$ cat src/design/fetch_pkg.sv
// fetch types and codes for 32-bit rv32 words only; no compressed instructions, XLEN fixed at 32
package fetch_pkg;

   // address and instruction widths
   localparam int XLEN = 32;
   localparam int ILEN = 32; // memory word, one instruction per word

   // prediction code carried with each buffered instruction
   typedef enum logic [1:0] {
      PRED_NONE      = 2'b00, // plain instruction
      PRED_CALL      = 2'b01, // link address pushed on the stack
      PRED_RET       = 2'b10, // target popped from the stack
      PRED_RET_EMPTY = 2'b11  // return seen, stack was empty
   } pred_e;

   // j-type layout (jal)
   typedef struct packed {
      logic [19:0] imm;    // scrambled jump offset, not needed here
      logic [4:0]  rd;
      logic [6:0]  opcode;
   } j_view_t;

   // i-type layout (jalr)
   typedef struct packed {
      logic [11:0] imm;
      logic [4:0]  rs1;
      logic [2:0]  funct3;
      logic [4:0]  rd;
      logic [6:0]  opcode;
   } i_view_t;

   // same word, read as jal or as jalr by the predecoder
   typedef union packed {
      logic [ILEN-1:0] raw;
      j_view_t         j_view;
      i_view_t         i_view;
   } instr_u;

   // one buffer entry, prediction in the top two bits
   typedef struct packed {
      pred_e  pred;
      instr_u instr;
   } ifb_entry_t;

   // major opcodes of interest
   localparam logic [6:0] OPC_JAL  = 7'b1101111;
   localparam logic [6:0] OPC_JALR = 7'b1100111;

   // link registers per the calling convention hints
   localparam logic [4:0] REG_ZERO = 5'd0;
   localparam logic [4:0] REG_RA   = 5'd1; // x1
   localparam logic [4:0] REG_T0   = 5'd5; // x5, alternate link

endpackage

$ cat src/design/ifb.sv
// shift buffer, IFB_SIZE >= 3; caller must never push into a full buffer without popping
module ifb #(
   parameter int IFB_SIZE = 4
) (
   input  logic                 s_clk_i,        // core clock
   input  logic                 s_resetn_i,     // sync, active low
   input  logic                 s_flush_i,      // drop all entries
   input  logic                 s_push_i,       // new word into entry 0
   input  logic                 s_pop_i,        // consume oldest entry
   input  fetch_pkg::pred_e     s_ras_pred_i,   // prediction for entry 0
   input  fetch_pkg::ifb_entry_t s_data_i,      // pushed entry
   output fetch_pkg::ifb_entry_t s_data_o,      // oldest entry
   output fetch_pkg::ifb_entry_t s_last_entry_o, // newest entry, raw
   output logic [IFB_SIZE-1:0]  s_occupied_o    // one bit per entry
);
   import fetch_pkg::*;

   ifb_entry_t          buf_q [IFB_SIZE]; // entry storage
   ifb_entry_t          buf_u [IFB_SIZE]; // storage with pred update applied
   logic [IFB_SIZE-1:0] occ_q;            // contiguous from bit 0
   logic [IFB_SIZE-1:0] occ_d;

   // ras may relabel the newest entry, older ones pass unchanged
   always_comb begin
      for (int i = 0; i < IFB_SIZE; i++) begin
         buf_u[i] = buf_q[i];
      end
      if (s_ras_pred_i != PRED_NONE) begin
         buf_u[0].pred = s_ras_pred_i; // in place, same cycle
      end
   end

   // data always enters at entry 0, older ones move up
   always_ff @(posedge s_clk_i) begin
      if (s_push_i) begin
         buf_q[0] <= s_data_i;
         for (int i = 1; i < IFB_SIZE; i++) begin
            buf_q[i] <= buf_u[i-1]; // carries the fresh prediction along
         end
      end else begin
         buf_q[0] <= buf_u[0]; // commit prediction of the newest entry
      end
   end

   // occupancy follows the shift direction
   always_comb begin
      occ_d = occ_q;
      if (s_flush_i) begin
         occ_d = '0;
      end else if (s_push_i && !s_pop_i) begin
         occ_d = {occ_q[IFB_SIZE-2:0], 1'b1}; // grow by one
      end else if (!s_push_i && s_pop_i) begin
         occ_d = {1'b0, occ_q[IFB_SIZE-1:1]}; // shrink by one
      end
      // push with pop keeps the count, the shift itself drops the oldest
   end

   always_ff @(posedge s_clk_i) begin
      if (!s_resetn_i) begin
         occ_q <= '0;
      end else begin
         occ_q <= occ_d;
      end
   end

   // oldest = highest occupied index, later iterations win
   always_comb begin
      s_data_o = buf_u[0];
      for (int i = 1; i < IFB_SIZE; i++) begin
         if (occ_q[i]) begin
            s_data_o = buf_u[i];
         end
      end
   end

   // raw newest entry for the predecoder, no loop through the update
   assign s_last_entry_o = buf_q[0];
   assign s_occupied_o   = occ_q;

endmodule

$ cat src/design/ras.sv
// predecodes entry 0 only in the cycle after its push; full stack silently loses its oldest address
module ras #(
   parameter int RAS_DEPTH = 4
) (
   input  logic                      s_clk_i,         // core clock
   input  logic                      s_resetn_i,      // sync, active low
   input  logic                      s_flush_i,       // redirect, empty the stack
   input  logic                      s_push_i,        // ifb push strobe
   input  logic [fetch_pkg::XLEN-1:0] s_push_pc_i,    // address of the pushed word
   input  fetch_pkg::ifb_entry_t     s_last_entry_i,  // ifb entry 0
   output fetch_pkg::pred_e          s_pred_o,        // relabel for entry 0
   output logic [fetch_pkg::XLEN-1:0] s_target_o,     // predicted return address
   output logic                      s_target_valid_o // one-cycle strobe
);
   import fetch_pkg::*;

   localparam int PTR_W = (RAS_DEPTH > 1) ? $clog2(RAS_DEPTH) : 1;
   localparam int CNT_W = $clog2(RAS_DEPTH + 1);

   logic [XLEN-1:0]  stk_q [RAS_DEPTH]; // circular link address store
   logic [PTR_W-1:0] ptr_q;             // next free slot
   logic [PTR_W-1:0] ptr_inc;
   logic [PTR_W-1:0] ptr_dec;           // slot of the top entry
   logic [CNT_W-1:0] cnt_q;             // valid entries, saturates
   logic             pend_q;            // entry 0 not yet decoded
   logic [XLEN-1:0]  pc_q;              // pc of entry 0
   instr_u           ins;
   logic             is_call;
   logic             is_ret;
   logic             stk_empty;

   assign ins = s_last_entry_i.instr;

   // jal with a link rd
   assign is_call = pend_q && !s_flush_i
                    && (ins.j_view.opcode == OPC_JAL)
                    && ((ins.j_view.rd == REG_RA) || (ins.j_view.rd == REG_T0));

   // jalr x0, 0(link)
   assign is_ret = pend_q && !s_flush_i
                   && (ins.i_view.opcode == OPC_JALR)
                   && (ins.i_view.rd == REG_ZERO)
                   && ((ins.i_view.rs1 == REG_RA) || (ins.i_view.rs1 == REG_T0));

   assign stk_empty = (cnt_q == '0);

   // modulo RAS_DEPTH pointer arithmetic
   assign ptr_inc = (ptr_q == PTR_W'(RAS_DEPTH - 1)) ? '0 : ptr_q + 1'b1;
   assign ptr_dec = (ptr_q == '0) ? PTR_W'(RAS_DEPTH - 1) : ptr_q - 1'b1;

   always_comb begin
      s_pred_o = PRED_NONE;
      if (is_call) begin
         s_pred_o = PRED_CALL;
      end else if (is_ret) begin
         s_pred_o = stk_empty ? PRED_RET_EMPTY : PRED_RET;
      end
   end

   assign s_target_o       = stk_q[ptr_dec];      // top of stack
   assign s_target_valid_o = is_ret && !stk_empty; // only on a real pop

   // control state
   always_ff @(posedge s_clk_i) begin
      if (!s_resetn_i || s_flush_i) begin
         pend_q <= 1'b0;
         ptr_q  <= '0;
         cnt_q  <= '0;
      end else begin
         pend_q <= s_push_i; // decode exactly once per push
         if (is_call) begin
            ptr_q <= ptr_inc;
            if (cnt_q != CNT_W'(RAS_DEPTH)) begin
               cnt_q <= cnt_q + 1'b1;
            end // else oldest slot gets overwritten
         end else if (is_ret && !stk_empty) begin
            ptr_q <= ptr_dec;
            cnt_q <= cnt_q - 1'b1;
         end
      end
   end

   // link address = call pc + 4
   always_ff @(posedge s_clk_i) begin
      if (is_call) begin
         stk_q[ptr_q] <= pc_q + XLEN'(4);
      end
   end

   always_ff @(posedge s_clk_i) begin
      if (s_push_i) begin
         pc_q <= s_push_pc_i;
      end
   end

endmodule

$ cat src/design/fetch_ctrl.sv
// sequential fetch, memory must answer exactly one cycle after each request with no stall
module fetch_ctrl #(
   parameter int IFB_SIZE = 4
) (
   input  logic                       s_clk_i,         // core clock
   input  logic                       s_resetn_i,      // sync, active low
   input  logic                       s_redirect_i,    // restart fetch
   input  logic [fetch_pkg::XLEN-1:0] s_redirect_pc_i, // new fetch address
   input  logic [IFB_SIZE-1:0]        s_occupied_i,    // ifb occupancy
   input  logic                       s_pop_i,         // decode takes an entry
   output logic                       s_imem_req_o,    // read strobe
   output logic [fetch_pkg::XLEN-1:0] s_imem_addr_o,   // read address
   input  logic [fetch_pkg::ILEN-1:0] s_imem_rdata_i,  // word, one cycle later
   output logic                       s_push_o,        // ifb push
   output fetch_pkg::ifb_entry_t      s_push_data_o,   // entry to push
   output logic [fetch_pkg::XLEN-1:0] s_push_pc_o      // pc of pushed word
);
   import fetch_pkg::*;

   localparam int CNT_W = $clog2(IFB_SIZE + 2);

   logic [XLEN-1:0]  pc_q;        // next fetch address
   logic             run_q;       // low until first cycle out of reset
   logic             infl_q;      // response due this cycle
   logic [XLEN-1:0]  infl_addr_q; // its address
   logic [CNT_W-1:0] occ_cnt;     // occupied + in flight
   logic             room;

   // occupied entries plus the outstanding word
   always_comb begin
      occ_cnt = CNT_W'(infl_q);
      for (int i = 0; i < IFB_SIZE; i++) begin
         occ_cnt = occ_cnt + CNT_W'(s_occupied_i[i]);
      end
   end

   // a pop this cycle frees one slot before our word lands
   assign room = occ_cnt < (CNT_W'(IFB_SIZE) + CNT_W'(s_pop_i));

   assign s_imem_req_o  = run_q && !s_redirect_i && room;
   assign s_imem_addr_o = pc_q;

   // response becomes a push, unless redirect drops it
   assign s_push_o    = infl_q && !s_redirect_i;
   assign s_push_pc_o = infl_addr_q;

   always_comb begin
      s_push_data_o.pred      = PRED_NONE; // ras fills this in later
      s_push_data_o.instr.raw = s_imem_rdata_i;
   end

   always_ff @(posedge s_clk_i) begin
      if (!s_resetn_i) begin
         run_q  <= 1'b0;
         infl_q <= 1'b0;
         pc_q   <= '0;
      end else begin
         run_q  <= 1'b1;
         infl_q <= s_imem_req_o; // never set in a redirect cycle
         if (s_redirect_i) begin
            pc_q <= s_redirect_pc_i;
         end else if (s_imem_req_o) begin
            pc_q <= pc_q + XLEN'(4); // next word
         end
      end
   end

   // address travels with the request
   always_ff @(posedge s_clk_i) begin
      if (s_imem_req_o) begin
         infl_addr_q <= pc_q;
      end
   end

endmodule

$ cat src/design/fetch_top.sv
// fetch front end top; pop only while s_valid_o is high, IFB_SIZE >= 3
module fetch_top #(
   parameter int IFB_SIZE  = 4,
   parameter int RAS_DEPTH = 4
) (
   input  logic                       s_clk_i,              // core clock
   input  logic                       s_resetn_i,           // sync, active low
   input  logic                       s_redirect_i,         // flush and restart
   input  logic [fetch_pkg::XLEN-1:0] s_redirect_pc_i,      // restart address
   input  logic                       s_pop_i,              // decode pop
   output logic                       s_imem_req_o,         // memory read strobe
   output logic [fetch_pkg::XLEN-1:0] s_imem_addr_o,        // memory address
   input  logic [fetch_pkg::ILEN-1:0] s_imem_rdata_i,       // memory data, 1 cycle later
   output logic                       s_valid_o,            // buffer not empty
   output fetch_pkg::ifb_entry_t      s_entry_o,            // oldest entry
   output logic [fetch_pkg::XLEN-1:0] s_ras_target_o,       // predicted return target
   output logic                       s_ras_target_valid_o  // target strobe
);
   import fetch_pkg::*;

   logic [IFB_SIZE-1:0] occupied;
   logic                push;
   ifb_entry_t          push_data;
   logic [XLEN-1:0]     push_pc;
   ifb_entry_t          last_entry; // ifb entry 0 to predecoder
   pred_e               ras_pred;   // predecoder result back to ifb

   assign s_valid_o = |occupied;

   fetch_ctrl #(
      .IFB_SIZE (IFB_SIZE)
   ) u_fetch_ctrl (
      .s_clk_i         (s_clk_i),
      .s_resetn_i      (s_resetn_i),
      .s_redirect_i    (s_redirect_i),
      .s_redirect_pc_i (s_redirect_pc_i),
      .s_occupied_i    (occupied),
      .s_pop_i         (s_pop_i),
      .s_imem_req_o    (s_imem_req_o),
      .s_imem_addr_o   (s_imem_addr_o),
      .s_imem_rdata_i  (s_imem_rdata_i),
      .s_push_o        (push),
      .s_push_data_o   (push_data),
      .s_push_pc_o     (push_pc)
   );

   ifb #(
      .IFB_SIZE (IFB_SIZE)
   ) u_ifb (
      .s_clk_i        (s_clk_i),
      .s_resetn_i     (s_resetn_i),
      .s_flush_i      (s_redirect_i),
      .s_push_i       (push),
      .s_pop_i        (s_pop_i),
      .s_ras_pred_i   (ras_pred),
      .s_data_i       (push_data),
      .s_data_o       (s_entry_o),
      .s_last_entry_o (last_entry),
      .s_occupied_o   (occupied)
   );

   ras #(
      .RAS_DEPTH (RAS_DEPTH)
   ) u_ras (
      .s_clk_i          (s_clk_i),
      .s_resetn_i       (s_resetn_i),
      .s_flush_i        (s_redirect_i),
      .s_push_i         (push),
      .s_push_pc_i      (push_pc),
      .s_last_entry_i   (last_entry),
      .s_pred_o         (ras_pred),
      .s_target_o       (s_ras_target_o),
      .s_target_valid_o (s_ras_target_valid_o)
   );

endmodule

$ cat config.mk
export PLATFORM = sky130hd
export DESIGN_NAME = fetch_top
export DESIGN_NICKNAME = d
export VERILOG_FILES = /design/src/design/fetch_pkg.sv /design/src/design/ifb.sv /design/src/design/ras.sv /design/src/design/fetch_ctrl.sv /design/src/design/fetch_top.sv
export SDC_FILE = /design/constraint.sdc
export NUM_CORES = 1
export LEC_CHECK = 0
export ABC_AREA = 0
export BUFFER_PORTS_ARGS = -buffer_cell sky130_fd_sc_hd__buf_2
export CAP_MARGIN = 0
export CELL_PAD_IN_SITES_DETAIL_PLACEMENT = 1
export CELL_PAD_IN_SITES_GLOBAL_PLACEMENT = 2
export CORE_MARGIN = 5
export CORE_UTILIZATION = 37
export DETAILED_ROUTE_END_ITERATION = 8
export PLACE_DENSITY_LB_ADDON = 0.1
export SLEW_MARGIN = 40
export SYNTH_ARGS = -nofsm -noshare
export SYNTH_HDL_FRONTEND = slang
export SYNTH_SLANG_ARGS = --single-unit
$ cat constraint.sdc
create_clock -name s_clk_i -period 5.9 [get_ports s_clk_i]
set_input_delay 0.59 -clock s_clk_i [delete_from_list [all_inputs] [get_ports s_clk_i]]
set_output_delay 0.59 -clock s_clk_i [all_outputs]
set_load 0.005 [all_outputs]
==> results of run 1 <==
critical path: stages, from the launching register on:
cell	delay, ps
dfxtp_1	330
ha_1	290
inv_1	70
fa_1	410
inv_1	70
ha_1	130
inv_1	40
fa_1	490
and3b_1	420
o21ai_1	150
nor2_2	110
buf_4	360
buf_2	190
layout by cell type, fill, tap and decap left out, types with 7 or more instances in the layout:
master,instances
clkbuf_16,40
nand4_1,19
mux2i_1,36
xor2_1,10
a31oi_1,7
o31ai_1,13
inv_1,19
o2111ai_1,7
buf_2,168
and3_1,15
mux4_2,32
or4_1,9
xnor2_1,24
a21oi_1,45
ha_1,8
clkbuf_1,13
o21ai_0,57
nand3_1,28
clkinv_1,7
buf_4,13
nor2_1,61
nand2_1,227
edfxtp_1,294
nor3_1,12
dfxtp_1,75
nor4b_1,7
cells by family after synthesis:
logic type / Yosys count
xor gates and xnor gates: 34
and+or+nand+nor: 433
muxes: 68
AOI/OAI and AO/OA: 178
buffers and inverters: 84
DFF: 372
adders and majority gates: 12
state kept, by name, summed over array words and instances (netlist names):
signal / flops
u_fetch_ctrl.s_push_pc_o: 32
u_fetch_ctrl.infl_q: 1
u_ifb.s_occupied_o: 4
u_ras.ptr_q: 2
u_ras.cnt_q: 3
u_ras.stk_q: 128
u_fetch_ctrl.run_q: 1
u_ifb.buf_q: 136
u_fetch_ctrl.s_imem_addr_o: 32
u_ras.pend_q: 1
u_ras.pc_q: 32
through the flow:
| stage | setup slack [ps] | utilization | hold slack [ps] | power [W] | instances |
|---|---|---|---|---|---|
| 2_1_floorplan | 646.3 | - | 400.3 | 0.003258 | 1181 |
| 3_3_place_gp | 2214 | 0.4097 | 406.5 | 0.003435 | 1830 |
| 3_5_place_dp | 2201 | 0.4103 | 406.3 | 0.003445 | 1830 |
| 4_1_cts | 1615 | 0.4403 | 214.0 | 0.005836 | 1903 |
| 5_1_grt | 1467 | 0.4404 | 227.4 | 0.005999 | 1903 |
| 6_report | 1685 | 0.4405 | 246.3 | 0.005741 | 1904 |
final cells by class:
| type | instances | area share |
|---|---|---|
| Inverter | 20 | 0.004571 |
| Antenna cell | 1 | 0.0001385 |
| Tap cell | 532 | 0.03684 |
| Clock inverter | 16 | 0.006995 |
| Timing Repair Buffer | 181 | 0.05194 |
| Multi-Input combinational cell | 725 | 0.2630 |
| Clock buffer | 57 | 0.06115 |
| Sequential cell | 372 | 0.5753 |
per-layer routing:
metal  global-route usage  vias to the layer above  wire length [um]
li1                     -                     4732                 -
met1               0.2351                     4850             18410
met2               0.2493                      167             16870
met3              0.02682                       43              1335
met4              0.03522                        0               588
met5                    0                        -                 0
worst paths after layout:
path	start	to
worst max-delay path	u_ifb.s_occupied_o[0]$_SDFFE_PP0P_	s_imem_req_o
worst min-delay path	s_imem_rdata_i[14]	u_ifb.buf_q[0][14]$_DFF_P_
worst max register to register	u_ifb.s_occupied_o[0]$_SDFFE_PP0P_	u_fetch_ctrl.s_imem_addr_o[15]$_SDFFE_PN0P_
worst min register to register	u_fetch_ctrl.s_push_pc_o[21]$_DFFE_PP_	u_ras.pc_q[21]$_DFFE_PP_
power groups by stage:
stage / Sequential (W) / Clock [W] / Combinational (W)
after global routing: 0.00303 / 0.00255 / 0.000413
after CTS: 0.00302 / 0.00244 / 0.000370
final: 0.00302 / 0.00236 / 0.000358
after detailed placement: 0.00308 / 0 / 0.000367
after global placement: 0.00307 / 0 / 0.000362
after floorplan: 0.00304 / 0 / 0.000217
==> results.toml, run 1 <==
[run_status]
outcome = "complete, no violations"

[timing]
setup_violations = 0
worst_pin_slew_ps = 778.1
hold_violations = 0
setup_tns_ps = 0
min_period_ps = 4215
fin_worst_skew_ps = 15.89
rsz0062_at_grt = "no"
slew_violations = 0
clock.fmax_ghz = 0.2372
finalCritPeriodShare = 0.7145
slew_headroom = 0.4770

[detailed_routing]
post-route-drc-count = 0
dr.first_iter.drc_count = 499
viasPerCell = 5.143
first_pass_iters = 4
ant_nets = 0
drt_wl_total_um = 37200
routedWlPerCell_um = 19.54
route.vias.total = 9792

[global_routing]
antenna_found_initial = 1
grt_overflow_total = 0
grt_pass1_vias = 10170
grt_max_degree = 105
grt_pass1_wl_um = 59190
track_usage = 0.1592

[clock_tree]
cts_hold_buf = 0
cts_buffer_depth = 3
cts_tree = "built"
clock_latency_ps = 540
cts_max_level = 2
cts_sinks = 372
cts-root-buf = "clkbuf_16"
post-cts-setup-buffers = 0
ctsResizeCount = 0
clk_pin_slew_ps = 60
cts_made_buffers = 40

[power]
power_frac_seq = 0.526
irDropWorstVdd_v = 0.0001937
p_leak_nw = 6.474
sw_frac_of_total = 0.2274
combPwrFrac = 0.062
power_frac_clock = 0.412
p_sw_w = 0.001306
cellPowerDensity_nw_per_um2 = 317.8
p_int_w = 0.004435

[setup_path]
reg2reg_depth = 11
end_kind = "output port"
cp.required_ps = 5310
critPathMaxFanout = 33
cp.arrival_ps = 3630
critPathKind = "register to output port"
r2r_slack_ps = 2390
start_kind = "register"

[logic_synthesis]
synthXorXnorAreaFrac = 0.01931
avgSynthCellArea_um2 = 13.06
synth-seq-cells = 372
synthAdderAreaFrac = 0.01120
ys_top_cells_by_area = "edfxtp_1 (57%), dfxtp_1 (10%), nand2_1 (5.6%)"
synth.area.mux_share = 0.07011
synth_compound_area_frac = 0.07368
synth.most_common_cell = "edfxtp_1"
yosys.area_share.simple = 0.1309
yosys.area.top_type = "edfxtp_1"
ys_async_sr_fraction = 0
yosys.area.top_type_share = 0.5725
synth.net_count = 1261
synthCells = 1181
synth_area_um2 = 15420
synth_ff_type = "edfxtp_1"
ys_top_cells_by_count = "edfxtp_1 (294), nand2_1 (228), dfxtp_1 (78)"
synth_top_family_by_area = "simple AND/OR/NAND/NOR gates"
synth_edf_count = 294
synth.yosys.seq_area_share = 0.6738
yosysUniqueCellTypes = 63
synth_warnings = 0

[worst_hold_path]
worst_hold_path_type = "primary input to register"
hold_depth = 3

[place]
place_congestion = 0.7300
post-dp-hpwl_um = 24230
io_buffers = 168
dpl_cell_area_um2 = 16830

[final_layout]
area_growth_syn_to_layout_pct = 17.16
layout.nets = 1420
drive_gt1_frac = 0.2101
seq_area_um2 = 10390
multiInputGateArea_um2 = 4752
fin_area_um2 = 18070
n_fill_cell = 4268

[floorplan]
initial_core_util = 0.3759
rows = 74
coreArea_um2 = 41020
dieArea_um2 = 45860
num_io_pins = 169
die_x_um = 214.1
die_height_um = 214.1

[job]
max-cap-violations = 0
Note: power is estimated with default switching activity, not from simulation.
==> run 2: changes to the inputs <==
==> constraint.sdc (replaced) <==
create_clock -name s_clk_i -period 3.6 [get_ports s_clk_i]
set_input_delay 0.36 -clock s_clk_i [delete_from_list [all_inputs] [get_ports s_clk_i]]
set_output_delay 0.36 -clock s_clk_i [all_outputs]
set_load 0.005 [all_outputs]
==> run 2 against run 1 <==
Against the previous run:
- clock skew rose by 1.3 ps
- core utilization increased by 1.4 points
- non-clock buffer count increased by 42
- via count grew 2.1%
- setup slack got worse by 1500 ps
- critical path depth unchanged
- final cell count up 2.5%
- sequential cell count did not move
- critical path type unchanged
- largest power group unchanged
==> results.toml, run 2 (synthesis gave the netlist of run 1 again) <==
[run_status]
outcome = "complete, no violations"

[place]
dp_cells = 1843
io_buffers = 168
post-dp-hpwl_um = 24490
place_congestion = 0.7541
place_ws_ps = 233.3

[final_layout]
regMostFlops = "u_ifb.buf_q"
drive_gt1_frac = 0.2185
layout.nets = 1465
layout.cells.non_filler = 1952
final_common_cell = "edfxtp_1"
multiInputGateArea_um2 = 4746
n_fill_cell = 4326
reg_top3 = "u_ifb.buf_q (136), u_ras.stk_q (128)"
largest_reg_flops = 136
seq_area_um2 = 10390
layout_common_cells = "edfxtp_1 (294), nand2_1 (227), buf_2 (168)"
area_growth_syn_to_layout_pct = 20.93

[floorplan]
die_height_um = 214.1
rows = 74
num_io_pins = 169
die_x_um = 214.1
dieArea_um2 = 45860
coreArea_um2 = 41020
initial_core_util = 0.3759

[power]
p_leak_nw = 6.765
irDropWorstVdd_v = 0.0002913
cellPowerDensity_nw_per_um2 = 533.0

[global_routing]
antenna_found_initial = 1
grt_pass1_wl_um = 60270
grt_pass1_vias = 10450
grt_overflow_total = 0
grt_max_degree = 93
track_usage = 0.1624

[timing]
fin_ws_ps = 176.7
clock.fmax_ghz = 0.2921
fin_worst_skew_ps = 17.15
finalCritPeriodShare = 0.9509
min_period_ps = 3423
slew_violations = 0
setup_violations = 0
setup_tns_ps = 0
slew_headroom = 0.4610
hold_violations = 0
worst_pin_slew_ps = 806.8

[clock_tree]
cts-root-buf = "clkbuf_16"
cts_sinks = 372
cts_made_buffers = 43
clock_latency_ps = 560
cts_tree = "built"
cts_max_level = 2
clk_pin_slew_ps = 60
cts_buffer_depth = 3

[setup_path]
end_kind = "output port"
r2r_slack_ps = 220
cp.arrival_ps = 3060
cp.required_ps = 3240
cp-startpoint = "u_ifb.s_occupied_o[0]$_SDFFE_PP0P_"
critPathKind = "register to output port"
start_kind = "register"
critPathMaxFanout = 4
reg2reg_from = "u_ifb.s_occupied_o[0]$_SDFFE_PP0P_"
reg2reg_depth = 12
r2r_end = "u_fetch_ctrl.s_imem_addr_o[15]$_SDFFE_PN0P_"

[detailed_routing]
routedWlPerCell_um = 19.47
drt_wl_total_um = 38000
post-route-drc-count = 0
dr.first_iter.drc_count = 467
viasPerCell = 5.122
first_pass_iters = 4
ant_nets = 0
route.vias.total = 9998

[worst_hold_path]
min_from = "s_imem_rdata_i[3]"
worst_hold_path_type = "primary input to register"
hold_depth = 3
holdPathEnd = "u_ifb.buf_q[0][3]$_DFF_P_"

[job]
max-cap-violations = 0
[run 2: worst max-delay path by stage]
stage	end	slack (ps)	cells after the start
detailed placement	u_fetch_ctrl.s_push_pc_o[28]$_DFFE_PP_	230	12
global route	s_imem_req_o	-0.9	12
global placement	u_fetch_ctrl.s_push_pc_o[28]$_DFFE_PP_	300	12
floorplan	u_fetch_ctrl.s_push_pc_o[0]$_DFFE_PP_	2	13
CTS	s_imem_req_o	60	12
finish	s_imem_req_o	180	12
[run 2: stage by stage]
stage,power [W],instance area [um2],hold slack [ps],util
floorplan,0.005339,15440,387.7,-
global placement,0.005628,16920,405.6,0.4124
detailed placement,0.005647,16920,406.3,0.4126
CTS,0.01012,18610,4.179,0.4537
global route,0.01042,18650,9.389,0.4546
finish,0.009940,18650,31.08,0.4546
[run 2: timing repair]
action / CTS / global route
hold buffers: 25 / 0
endpoints found under the hold margin: 25 / 0
resized for setup: 2 / 1
endpoints found under the setup margin: 1 / 1
pin swaps: 0 / 0
setup buffers: 1 / 3
[run 2: critical path: stages (launching register included)]
cell     delay (ps)
dfxtp_1         330
ha_1            280
inv_1            40
fa_1            470
inv_1            40
ha_1            170
inv_1            70
fa_1            420
and3b_2         250
o21ai_2         130
buf_6           130
nor2_4           40
buf_2           140
[run 2: power by group]
group	total (W)	switching [W]	internal, W
Sequential	0.00495	0.000145	0.00480
Combinational	0.000620	0.000349	0.000271
Clock	0.00437	0.00174	0.00263
Total	0.00994	0.00224	0.00770
[run 2: layout make-up]
type	instances	share of cell area
antenna	1	0.0001342
clock buffer	58	0.06180
clock inverter	21	0.01463
inverter	20	0.004428
multi-input combinational	725	0.2545
sequential	372	0.5574
tap	532	0.03570
timing repair buffer	223	0.07146
[run 2: routing by layer]
| layer | wire (um) | global-route usage | share of wire |
|---|---|---|---|
| met1 | 18240 | 0.2314 | 0.48 |
| met2 | 17620 | 0.2567 | 0.46 |
| met3 | 1557 | 0.03318 | 0.041 |
| met4 | 580 | 0.04144 | 0.015 |
| met5 | 0 | 0 | 0 |
==> run 3: changes to the inputs <==
--- a/config.mk
+++ b/config.mk
@@ -13,6 +13,7 @@
 export CORE_MARGIN = 5
 export CORE_UTILIZATION = 37
 export DETAILED_ROUTE_END_ITERATION = 8
+export HOLD_SLACK_MARGIN = 0.1
 export PLACE_DENSITY_LB_ADDON = 0.1
 export SLEW_MARGIN = 40
 export SYNTH_ARGS = -nofsm -noshare
==> run 3 against run 2 <==
Against the previous run:
- setup slack got worse by 2.0 ps
- non-clock buffer count up 21
- design area is 1.1% higher
- power increased by 0.23%
- die area is the same
- sequential power is essentially flat
- first-iteration DRC count is 6.4% higher
- worst hold slack improved by 110 ps
- wire length grew 0.35%
- count of clock-buffer cells in the layout unchanged
- clock skew is essentially flat
- critical endpoint unchanged
- sequential cell count unchanged
==> results.toml, run 3 (synthesis gave the netlist of run 1 again) <==
[final_layout]
reg_top3 = "u_ifb.buf_q (136), u_ras.stk_q (128)"
largest_reg_flops = 136
layout.nets = 1486
layout_common_cells = "edfxtp_1 (294), nand2_1 (227), buf_2 (168)"
final_common_cell = "edfxtp_1"
area_growth_syn_to_layout_pct = 22.30
drive_gt1_frac = 0.2153
regMostFlops = "u_ifb.buf_q"
fin_area_um2 = 18860
n_fill_cell = 4328

[place]
dpl_cell_area_um2 = 16920
io_buffers = 168
post-dp-hpwl_um = 24490
place_congestion = 0.7541

[global_routing]
grt_pass1_wl_um = 60640
grt_pass1_vias = 10540
antenna_found_initial = 1
grt_max_degree = 93
grt_overflow_total = 0
track_usage = 0.1633

[clock_tree]
cts_max_level = 2
cts_made_buffers = 43
clk_pin_slew_ps = 60
cts_buffer_depth = 3
cts_sinks = 372
cts_tree = "built"
cts-root-buf = "clkbuf_16"
clock_latency_ps = 560

[power]
power_w = 0.009962
p_leak_nw = 6.852
cellPowerDensity_nw_per_um2 = 528.3
irDropWorstVdd_v = 0.0002913

[detailed_routing]
top_layer = "met4"
first_pass_iters = 4
dr_wl_met3_um = 1577
route.vias.total = 10050
drt_wl_total_um = 38130
dr.first_iter.drc_count = 497
viasPerCell = 5.094
routedWlPerCell_um = 19.33
met2WireLength_um = 17660
post-route-drc-count = 0
ant_nets = 0
routedLengthMet1_um = 18330

[floorplan]
rows = 74
initial_core_util = 0.3759
die_height_um = 214.1
die_x_um = 214.1
num_io_pins = 169
dieArea_um2 = 45860
coreArea_um2 = 41020

[worst_hold_path]
worst_hold_path_type = "primary input to register"

[job]
max-cap-violations = 0

[timing]
min_period_ps = 3425
hold_violations = 0
finalCritPeriodShare = 0.9515
setup_violations = 0
clock.fmax_ghz = 0.2919
fin_worst_skew_ps = 17.62
worst_pin_slew_ps = 799.6
slew_headroom = 0.4658
slew_violations = 0

[setup_path]
start_kind = "register"
critPathMaxFanout = 4
critPathKind = "register to output port"
end_kind = "output port"
cp.required_ps = 3240
cp.arrival_ps = 3070

[run_status]
outcome = "complete, no violations"
[run 3: cell count changes in the layout (fill, tap and decap cells not counted)]
cell / delta
dlygate4sd3_1: +21
[run 3: path summary, 6_finish.rpt]
| kind | startpoint | endpoint | slack [ps] | cells past startpoint |
|---|---|---|---|---|
| worst max-delay path | u_ifb.s_occupied_o[0]$_SDFFE_PP0P_ | s_imem_req_o | 170 | 12 |
| worst min register to register | u_fetch_ctrl.s_push_pc_o[13]$_DFFE_PP_ | u_ras.pc_q[13]$_DFFE_PP_ | 420 | 0 |
| worst min-delay path | s_redirect_pc_i[10] | u_fetch_ctrl.s_imem_addr_o[10]$_SDFFE_PN0P_ | 140 | 3 |
| worst max register to register | u_ifb.s_occupied_o[0]$_SDFFE_PP0P_ | u_fetch_ctrl.s_imem_addr_o[15]$_SDFFE_PN0P_ | 240 | 12 |
[run 3: cell type report]
cell class / instances / area (um2) / area share
diodes: 1 / 2.502 / 0.0001327
clock buffers: 58 / 1152 / 0.06111
clock inverters: 21 / 272.8 / 0.01446
inverters: 20 / 82.58 / 0.004379
multi-input cells: 725 / 4746 / 0.2517
flip-flops and latches: 372 / 10390 / 0.5512
well taps: 532 / 665.6 / 0.03530
repair buffers: 244 / 1543 / 0.08181
[run 3: per-stage QoR]
| stage | util | setup slack (ps) | hold slack (ps) | instances | TNS, ps |
|---|---|---|---|---|---|
| after floorplan | - | 1.642 | 387.7 | 1181 | 0 |
| after global placement | 0.4124 | 298.1 | 405.6 | 1843 | 0 |
| after detailed placement | 0.4126 | 233.3 | 406.3 | 1843 | 0 |
| after CTS | 0.4588 | 61.82 | 104.9 | 1969 | 0 |
| after global routing | 0.4597 | -0.8642 | 138.5 | 1972 | -0.8642 |
| final | 0.4598 | 174.7 | 138.7 | 1973 | 0 |
[run 3: routing by layer]
| metal | vias to the layer above | global-route usage |
|---|---|---|
| li1 | 4862 | - |
| met1 | 4983 | 0.2322 |
| met2 | 161 | 0.2594 |
| met3 | 45 | 0.03304 |
| met4 | 0 | 0.04144 |
| met5 | - | 0 |
[run 3: what timing repair did]
item                       4_1_cts  5_1_grt
buffers inserted                 1        3
hold endpoints to repair        46        0
hold buffers                    46        0
gates cloned                     0        0
resized for setup                2        1
setup endpoints to repair        1        1
[run 3: critical path: stages, from the launching register on]
cell	delay, ps
dfxtp_1	330
ha_1	280
inv_1	40
fa_1	470
inv_1	40
ha_1	170
inv_1	70
fa_1	420
and3b_2	250
o21ai_2	130
buf_6	130
nor2_4	40
buf_2	140
[run 3: report_power, final]
part	internal (W)	switching [W]	total, W
logic	0.000286	0.000352	0.000637
registers	0.00480	0.000145	0.00495
clock network	0.00263	0.00175	0.00438
